**config.mk**
```make
export PLATFORM = sky130hd
export DESIGN_NAME = tm_sr_gen
export DESIGN_NICKNAME = d
export VERILOG_FILES = /design/src/hw/tm_sched_pkg.sv /design/src/hw/tm_sr_gen.sv /design/src/hw/tx_request_ctrl.sv /design/src/hw/tm_divider.sv /design/src/hw/period_timer.sv
export SDC_FILE = /design/constraint.sdc
export NUM_CORES = 1
export LEC_CHECK = 0
export ABC_AREA = 0
export BUFFER_PORTS_ARGS = -buffer_cell sky130_fd_sc_hd__clkbuf_2
export CORE_MARGIN = 10
export CORE_UTILIZATION = 55
export CTS_CLUSTER_SIZE = 40
export DETAILED_ROUTE_END_ITERATION = 7
export PLACE_DENSITY = 0.76
export SLEW_MARGIN = 40
export SYNTH_ARGS = -nofsm -noshare
export SYNTH_HDL_FRONTEND = slang
export SYNTH_SLANG_ARGS = --single-unit
```
**constraint.sdc**
```tcl
create_clock -name clk -period 2.2 [get_ports clk]
set_clock_uncertainty 0.1 [all_clocks]
set_input_delay 0.44 -clock clk [delete_from_list [all_inputs] [get_ports clk]]
set_output_delay 0.44 -clock clk [all_outputs]
set_load 0.02 [all_outputs]
```
**src/hw/tm_sched_pkg.sv**
```systemverilog
package tm_sched_pkg;

	// one base period stands for 100 ms on the real link.
	// all cycle counts below are scaled down for simulation.
	localparam int unsigned period_ticks     = 2000; // clock cycles per base period.
	localparam int unsigned slots_per_second = 10;   // base periods per 1 hz slot.

	// control-word transfer window, 4 service + 62 data + 2 crc frames.
	localparam int unsigned ccw_ticks_fast = 150;  // window at 1 mbit/s.
	localparam int unsigned ccw_ticks_slow = 1200; // window at 125 kbit/s.
	localparam int unsigned pre_margin     = 2;    // extra lead before the window.

	typedef logic [10:0] tick_t;      // tick count within a period.
	typedef logic [3:0]  period_cnt_t; // period index within a second.
	typedef logic [7:0]  tm_seq_t;    // telemetry sequence number.

	// telemetry slot rate.
	typedef enum logic
	{
		rate_10hz, // slot at every period end.
		rate_1hz   // slot at every tenth period end.
	} tm_rate_e;

	// serial line speed, sets the warning length.
	typedef enum logic
	{
		link_1mbps,  // short transfer window.
		link_125kbps // long transfer window.
	} link_rate_e;

	// period timer result.
	typedef struct packed
	{
		tick_t tick;       // registered tick count.
		logic  period_end; // last cycle of the period.
	} timer_out_t;

	// telemetry divider result.
	typedef struct packed
	{
		logic slot;      // telemetry slot pulse.
		logic window_en; // warning allowed in this period.
	} slot_out_t;

	// telemetry request payload.
	typedef struct packed
	{
		tm_seq_t seq; // sequence number of the latest slot.
	} tm_req_t;

	// service request payload.
	typedef struct packed
	{
		logic is_repeat; // raised by the external repeat pulse only.
	} sr_req_t;

endpackage
```
**src/hw/tm_sr_gen.sv**
```systemverilog
`timescale 1ns/1ps

module tm_sr_gen (
	input  logic                     clk,
	input  logic                     n_rst,
	input  tm_sched_pkg::tm_rate_e   tm_rate,   // telemetry rate, steady per test.
	input  tm_sched_pkg::link_rate_e link_rate, // line speed, steady per test.
	input  logic                     sr_repeat, // external repeat pulse.
	output logic                     tm_req_valid,
	output tm_sched_pkg::tm_req_t    tm_req,
	input  logic                     tm_req_ready,
	output logic                     sr_req_valid,
	output tm_sched_pkg::sr_req_t    sr_req,
	input  logic                     sr_req_ready,
	output logic                     pre_tm
);

	tm_sched_pkg::timer_out_t tmr; // tick and period end.
	tm_sched_pkg::slot_out_t  slt; // slot and window enable.

	// base period timer.
	period_timer u_period_timer (
		.clk   (clk),
		.n_rst (n_rst),
		.tmr   (tmr)
	);

	// telemetry slot divider, runs beside the timer.
	tm_divider u_tm_divider (
		.clk     (clk),
		.n_rst   (n_rst),
		.tm_rate (tm_rate),
		.tmr     (tmr),
		.slt     (slt)
	);

	// request handshakes and warning.
	tx_request_ctrl u_tx_request_ctrl (
		.clk          (clk),
		.n_rst        (n_rst),
		.link_rate    (link_rate),
		.tmr          (tmr),
		.slt          (slt),
		.sr_repeat    (sr_repeat),
		.tm_req_valid (tm_req_valid),
		.tm_req       (tm_req),
		.tm_req_ready (tm_req_ready),
		.sr_req_valid (sr_req_valid),
		.sr_req       (sr_req),
		.sr_req_ready (sr_req_ready),
		.pre_tm       (pre_tm)
	);

endmodule

```
**src/hw/tx_request_ctrl.sv**
```systemverilog
`timescale 1ns/1ps

module tx_request_ctrl (
	input  logic                     clk,
	input  logic                     n_rst,
	input  tm_sched_pkg::link_rate_e link_rate,
	input  tm_sched_pkg::timer_out_t tmr,
	input  tm_sched_pkg::slot_out_t  slt,
	input  logic                     sr_repeat,
	output logic                     tm_req_valid,
	output tm_sched_pkg::tm_req_t    tm_req,
	input  logic                     tm_req_ready,
	output logic                     sr_req_valid,
	output tm_sched_pkg::sr_req_t    sr_req,
	input  logic                     sr_req_ready,
	output logic                     pre_tm
);

	logic                  tm_set;     // telemetry slot this cycle.
	logic                  sr_set;     // period end or repeat pulse.
	tm_sched_pkg::tm_seq_t seq_q;      // telemetry sequence counter.
	logic                  repeat_q;   // cause of the latest service request.
	tm_sched_pkg::tick_t   window;     // transfer window for the line speed.
	tm_sched_pkg::tick_t   warn_start; // first tick of the warning.

	assign tm_set = slt.slot;
	assign sr_set = tmr.period_end | sr_repeat;

	// telemetry request flag, set wins over clear.
	always_ff @(posedge clk or negedge n_rst)
	begin
		if (!n_rst)
		begin
			tm_req_valid <= 1'b0;
		end
		else if (tm_set)
		begin
			tm_req_valid <= 1'b1; // new slot.
		end
		else if (tm_req_ready)
		begin
			tm_req_valid <= 1'b0; // accepted.
		end
	end

	// sequence number advances at each slot.
	// a slot under back-pressure still advances it, missed slots are dropped.
	always_ff @(posedge clk or negedge n_rst)
	begin
		if (!n_rst)
		begin
			seq_q <= '0;
		end
		else if (tm_set)
		begin
			seq_q <= seq_q + tm_sched_pkg::tm_seq_t'(1); // wraps at 255.
		end
	end

	// service request flag, same handshake.
	always_ff @(posedge clk or negedge n_rst)
	begin
		if (!n_rst)
		begin
			sr_req_valid <= 1'b0;
		end
		else if (sr_set)
		begin
			sr_req_valid <= 1'b1;
		end
		else if (sr_req_ready)
		begin
			sr_req_valid <= 1'b0;
		end
	end

	// repeat flag, period end takes precedence.
	always_ff @(posedge clk or negedge n_rst)
	begin
		if (!n_rst)
		begin
			repeat_q <= 1'b0;
		end
		else if (sr_set)
		begin
			repeat_q <= sr_repeat & ~tmr.period_end; // 0 when both coincide.
		end
	end

	assign tm_req.seq       = seq_q;
	assign sr_req.is_repeat = repeat_q;

	// transfer window by line speed.
	always_comb
	begin
		case (link_rate)
			tm_sched_pkg::link_1mbps:   window = tm_sched_pkg::tick_t'(tm_sched_pkg::ccw_ticks_fast);
			tm_sched_pkg::link_125kbps: window = tm_sched_pkg::tick_t'(tm_sched_pkg::ccw_ticks_slow);
			default:                    window = tm_sched_pkg::tick_t'(tm_sched_pkg::ccw_ticks_slow);
		endcase
	end

	// warning opens window+pre_margin ticks before the final tick.
	assign warn_start = tm_sched_pkg::tick_t'(tm_sched_pkg::period_ticks - 1)
		- window - tm_sched_pkg::tick_t'(tm_sched_pkg::pre_margin);

	// pre-telemetry warning, drops in the slot cycle itself.
	assign pre_tm = slt.window_en & (tmr.tick >= warn_start) & ~slt.slot;

endmodule

```
**src/hw/tm_divider.sv**
```systemverilog
`timescale 1ns/1ps

module tm_divider (
	input  logic                     clk,
	input  logic                     n_rst,
	input  tm_sched_pkg::tm_rate_e   tm_rate,
	input  tm_sched_pkg::timer_out_t tmr,
	output tm_sched_pkg::slot_out_t  slt
);

	tm_sched_pkg::period_cnt_t idx_q;    // period index within the second.
	logic                      last_per; // running the last period.
	logic                      slot_1hz; // end of the last period.
	logic                      win_q;    // 1 hz warning enable.

	assign last_per = (idx_q == tm_sched_pkg::period_cnt_t'(tm_sched_pkg::slots_per_second - 1));
	assign slot_1hz = tmr.period_end & last_per;

	// period index, counts period ends modulo slots_per_second.
	always_ff @(posedge clk or negedge n_rst)
	begin
		if (!n_rst)
		begin
			idx_q <= '0;
		end
		else if (slot_1hz)
		begin
			idx_q <= '0; // second complete.
		end
		else if (tmr.period_end)
		begin
			idx_q <= idx_q + tm_sched_pkg::period_cnt_t'(1);
		end
	end

	// window enable for the slow rate.
	// high through the last period, dropped after its slot.
	always_ff @(posedge clk or negedge n_rst)
	begin
		if (!n_rst)
		begin
			win_q <= 1'b0;
		end
		else if (slot_1hz)
		begin
			win_q <= 1'b0; // slot taken, close the window.
		end
		else if (last_per)
		begin
			win_q <= 1'b1; // last period reached.
		end
	end

	// rate select.
	always_comb
	begin
		case (tm_rate)
			tm_sched_pkg::rate_10hz:
			begin
				slt.slot      = tmr.period_end; // every period.
				slt.window_en = 1'b1;           // warn before each slot.
			end
			tm_sched_pkg::rate_1hz:
			begin
				slt.slot      = slot_1hz; // every tenth period.
				slt.window_en = win_q;
			end
			default:
			begin
				slt.slot      = tmr.period_end;
				slt.window_en = 1'b1;
			end
		endcase
	end

endmodule

```
**src/hw/period_timer.sv**
```systemverilog
`timescale 1ns/1ps

module period_timer (
	input  logic                     clk,
	input  logic                     n_rst,
	output tm_sched_pkg::timer_out_t tmr
);

	tm_sched_pkg::tick_t tick_q;  // current tick.
	logic                at_last; // tick_q sits on the final tick.

	// final tick of the base period.
	assign at_last = (tick_q == tm_sched_pkg::tick_t'(tm_sched_pkg::period_ticks - 1));

	// free-running counter, 0 to period_ticks-1.
	always_ff @(posedge clk or negedge n_rst)
	begin
		if (!n_rst)
		begin
			tick_q <= '0; // period starts at release.
		end
		else if (at_last)
		begin
			tick_q <= '0; // wrap to the next period.
		end
		else
		begin
			tick_q <= tick_q + tm_sched_pkg::tick_t'(1);
		end
	end

	// period end is the single last cycle.
	// downstream blocks sample it on the same edge as the wrap.
	assign tmr.tick       = tick_q;  // registered count.
	assign tmr.period_end = at_last; // one-cycle pulse.

endmodule

```
==> impl_metrics.tcl <==
set metrics [dict create \
    grt_pass1_wl_mm 4.75 \
    core_um2 2250 \
    period_share_pct 109 \
    hold_violations 0 \
    vias 1058 \
    clock_sinks 27 \
    start_kind "flip-flop" \
    power.leakage_nw 0.750 \
    area_growth_pct 19.4 \
    io-pin-count 19 \
    synth_nets 140 \
    stdcell_count 186 \
    synth.avg_cell_area_um2 10.7 \
    drive_above_1_share_pct 25.9 \
    wl_per_cell_um 14.6 \
    insertedDiodeCount 0 \
    fin_crit_ps 2400 \
    drt_pass1_iterations 4 \
    drcViolationCount 0 \
    ys.flop_type "dfrtp_1" \
    drv_cap 0 \
    drv_slew 0 \
    slew_headroom_pct 55.5 \
    cts_tree "done" \
    fillCellCount 168 \
    die_height_um 69.3 \
    synth_area_leader_cell "dfrtp_1" \
    grt_max_degree 28 \
    worstPathRequired_ps 1660 \
    port_buffers 18 \
    utilization_pct 70.8 \
    dp_hpwl_mm 2.01 \
    finalNetCount 174 \
    end_kind "primary output" \
    setup_viol 1 \
    synth_area_leaders "dfrtp_1 51%, ha_1 7.5%, xnor2_1 4.6%" \
    ys_types 32 \
    yosys_register_bits 27 \
    grt.total_usage_pct 11.4 \
    total_power_w 0.000751 \
    detail-route-antenna-nets 0 \
    h-tree-depth 1 \
    drtIter0Drc 68 \
    clkTransAtPathRegs_ps 160 \
    crit_arrival_ps 1860 \
    numCtsBuffers 3 \
    vdd_drop_max_mv 0.424 \
    yosysSeqAreaShare_pct 50.6 \
    first_global_vias 1053 \
    clk_path_buf_depth 2 \
    worst_pin_slew_ps 668 \
    insertion_delay_ps 330 \
    worst-path-max-fanout 4 \
    via_per_inst 5.69 \
    critical_path_class "flip-flop to primary output" \
    regArea_um2 676 \
    ctsRootBufferMaster "clkbuf_4" \
    placed_cells 178 \
    status "complete, but fails checks" \
    yosysMostFrequentCell "dfrtp_1" \
    setup_ws_ps -199 \
    p_per_area_nw_per_um2 470 \
    ys_async_sr_fraction_pct 100 \
    start_util_pct 59.3 \
    violations "setup timing" \
    cts_hold_buf 0 \
    pre_cts_ws_ps -99.1 \
    wirelength_mm 2.72 \
    synth_top_area_share_pct 50.6 \
    antenna_found_initial 0 \
    row_count 17 \
    synthTopCellsByCount "27 x dfrtp_1, 9 x nand2_1, 8 x ha_1, 8 x nor2_1" \
    overflow 0 \
    rsz0062_at_grt "true" \
    die_area_um2 4800 \
    max_freq_ghz 0.417 \
    gp_congestion 0.806 \
    die_w_um 69.3 \
    ys.warnings.count 0 \
    syn_area_um2 1340 \
    synth_edf_count 0 \
    multi_input_area_um2 638 \
    min_path_type "primary input to asynchronous set/reset pin" \
    netlist_instances 125 \
]
==> cells in the final DEF (no fill, tap or decap), types with 3 or more instances in the layout <==
| cell type | instances |
|---|---|
| xor2_1 | 6 |
| nand2_1 | 9 |
| nor3_1 | 4 |
| clkbuf_2 | 17 |
| nand3_1 | 7 |
| o21ai_0 | 3 |
| and3_1 | 4 |
| nand4_1 | 7 |
| nor2_1 | 8 |
| ha_1 | 7 |
| clkbuf_4 | 3 |
| inv_1 | 7 |
| xnor2_1 | 7 |
| a21oi_1 | 5 |
| dfrtp_1 | 27 |
| buf_4 | 14 |
==> final cells by class <==
| class | instances | share of cell area, % |
|---|---|---|
| timing repair buffer | 31 | 11.9 |
| multi-input combinational | 89 | 40.0 |
| clock buffer | 3 | 1.41 |
| clock inverter | 1 | 0.471 |
| sequential | 27 | 42.4 |
| inverter | 7 | 1.65 |
| tap | 28 | 2.20 |
==> flip-flops by register name, summed over array words and instances, names as in the netlist <==
| signal | count |
|---|---|
| u_tx_request_ctrl.sr_req_valid | 1 |
| u_tx_request_ctrl.tm_req_valid | 1 |
| u_tm_divider.idx_q | 4 |
| u_tm_divider.win_q | 1 |
| u_period_timer.tick_q | 11 |
| u_tx_request_ctrl.sr_req | 1 |
| u_tx_request_ctrl.tm_req | 8 |
==> through the flow <==
stage | hold slack (ps) | cell area [um^2] | setup TNS (ps)
global placement | 360 | 1520 | -22.0
global route | 50.3 | 1600 | -282
finish | 8.61 | 1600 | -199
detailed placement | 370 | 1520 | -99.1
CTS | 25.0 | 1570 | -201
floorplan | 44.4 | 1340 | 0
==> cells by family after synthesis <==
group / after synthesis / synth area share, %
AOI/OAI and AO/OA: 17 / 9.36
and+or+nand+nor: 48 / 19.0
buffers and inverters: 9 / 2.62
DFF: 27 / 50.6
xor gates and xnor gates: 13 / 8.52
adders and majority gates: 8 / 7.49
muxes: 3 / 2.43
==> final timing paths <==
path | start | endpoint | slack (ps) | cells past startpoint
worst min register to register | u_tx_request_ctrl.tm_req[7]$_DFFE_PN0P_ | u_tx_request_ctrl.tm_req[7]$_DFFE_PN0P_ | 380 | 1
worst max register to register | u_period_timer.tick_q[5]$_DFF_PN0_ | u_tx_request_ctrl.tm_req[1]$_DFFE_PN0P_ | 80 | 6
min in group clk | sr_repeat | u_tx_request_ctrl.sr_req_valid$_DFFE_PN0P_ | 220 | 3
max in group asynchronous | n_rst | u_tx_request_ctrl.tm_req[1]$_DFFE_PN0P_ | 1560 | 1
worst min-delay path | n_rst | u_period_timer.tick_q[9]$_DFF_PN0_ | 9 | 1
worst max-delay path | u_period_timer.tick_q[5]$_DFF_PN0_ | pre_tm | -200 | 5
==> report_power, final <==
part / switching [W] / leakage [nW] / total, W / internal [W]
clock network: 0.000153 / 0.0139 / 0.000223 / 0.0000695
logic: 0.0000192 / 0.387 / 0.0000295 / 0.0000103
registers: 0.000000555 / 0.349 / 0.000498 / 0.000498
total: 0.000173 / 0.750 / 0.000751 / 0.000577
==> worst max-delay path: stages (launching register included) <==
cell	delay, ps
dfrtp_1	450
buf_4	160
or3b_4	400
a2111oi_4	240
nor3_1	110
buf_4	170
==> repair_timing <==
action,CTS,global route
endpoints found under the setup margin,1,1
pin swaps,6,1
gates resized for setup,2,1
setup buffers,1,3
==> layer usage <==
layer / vias up / wire length (um) / track usage [%]
met5: - / 0 / 0
met4: 0 / 34 / 4.66
met3: 4 / 159 / 2.43
met2: 36 / 1280 / 18.4
met1: 511 / 1240 / 14.1
li1: 507 / - / -
(Power assumes the default switching activity.)
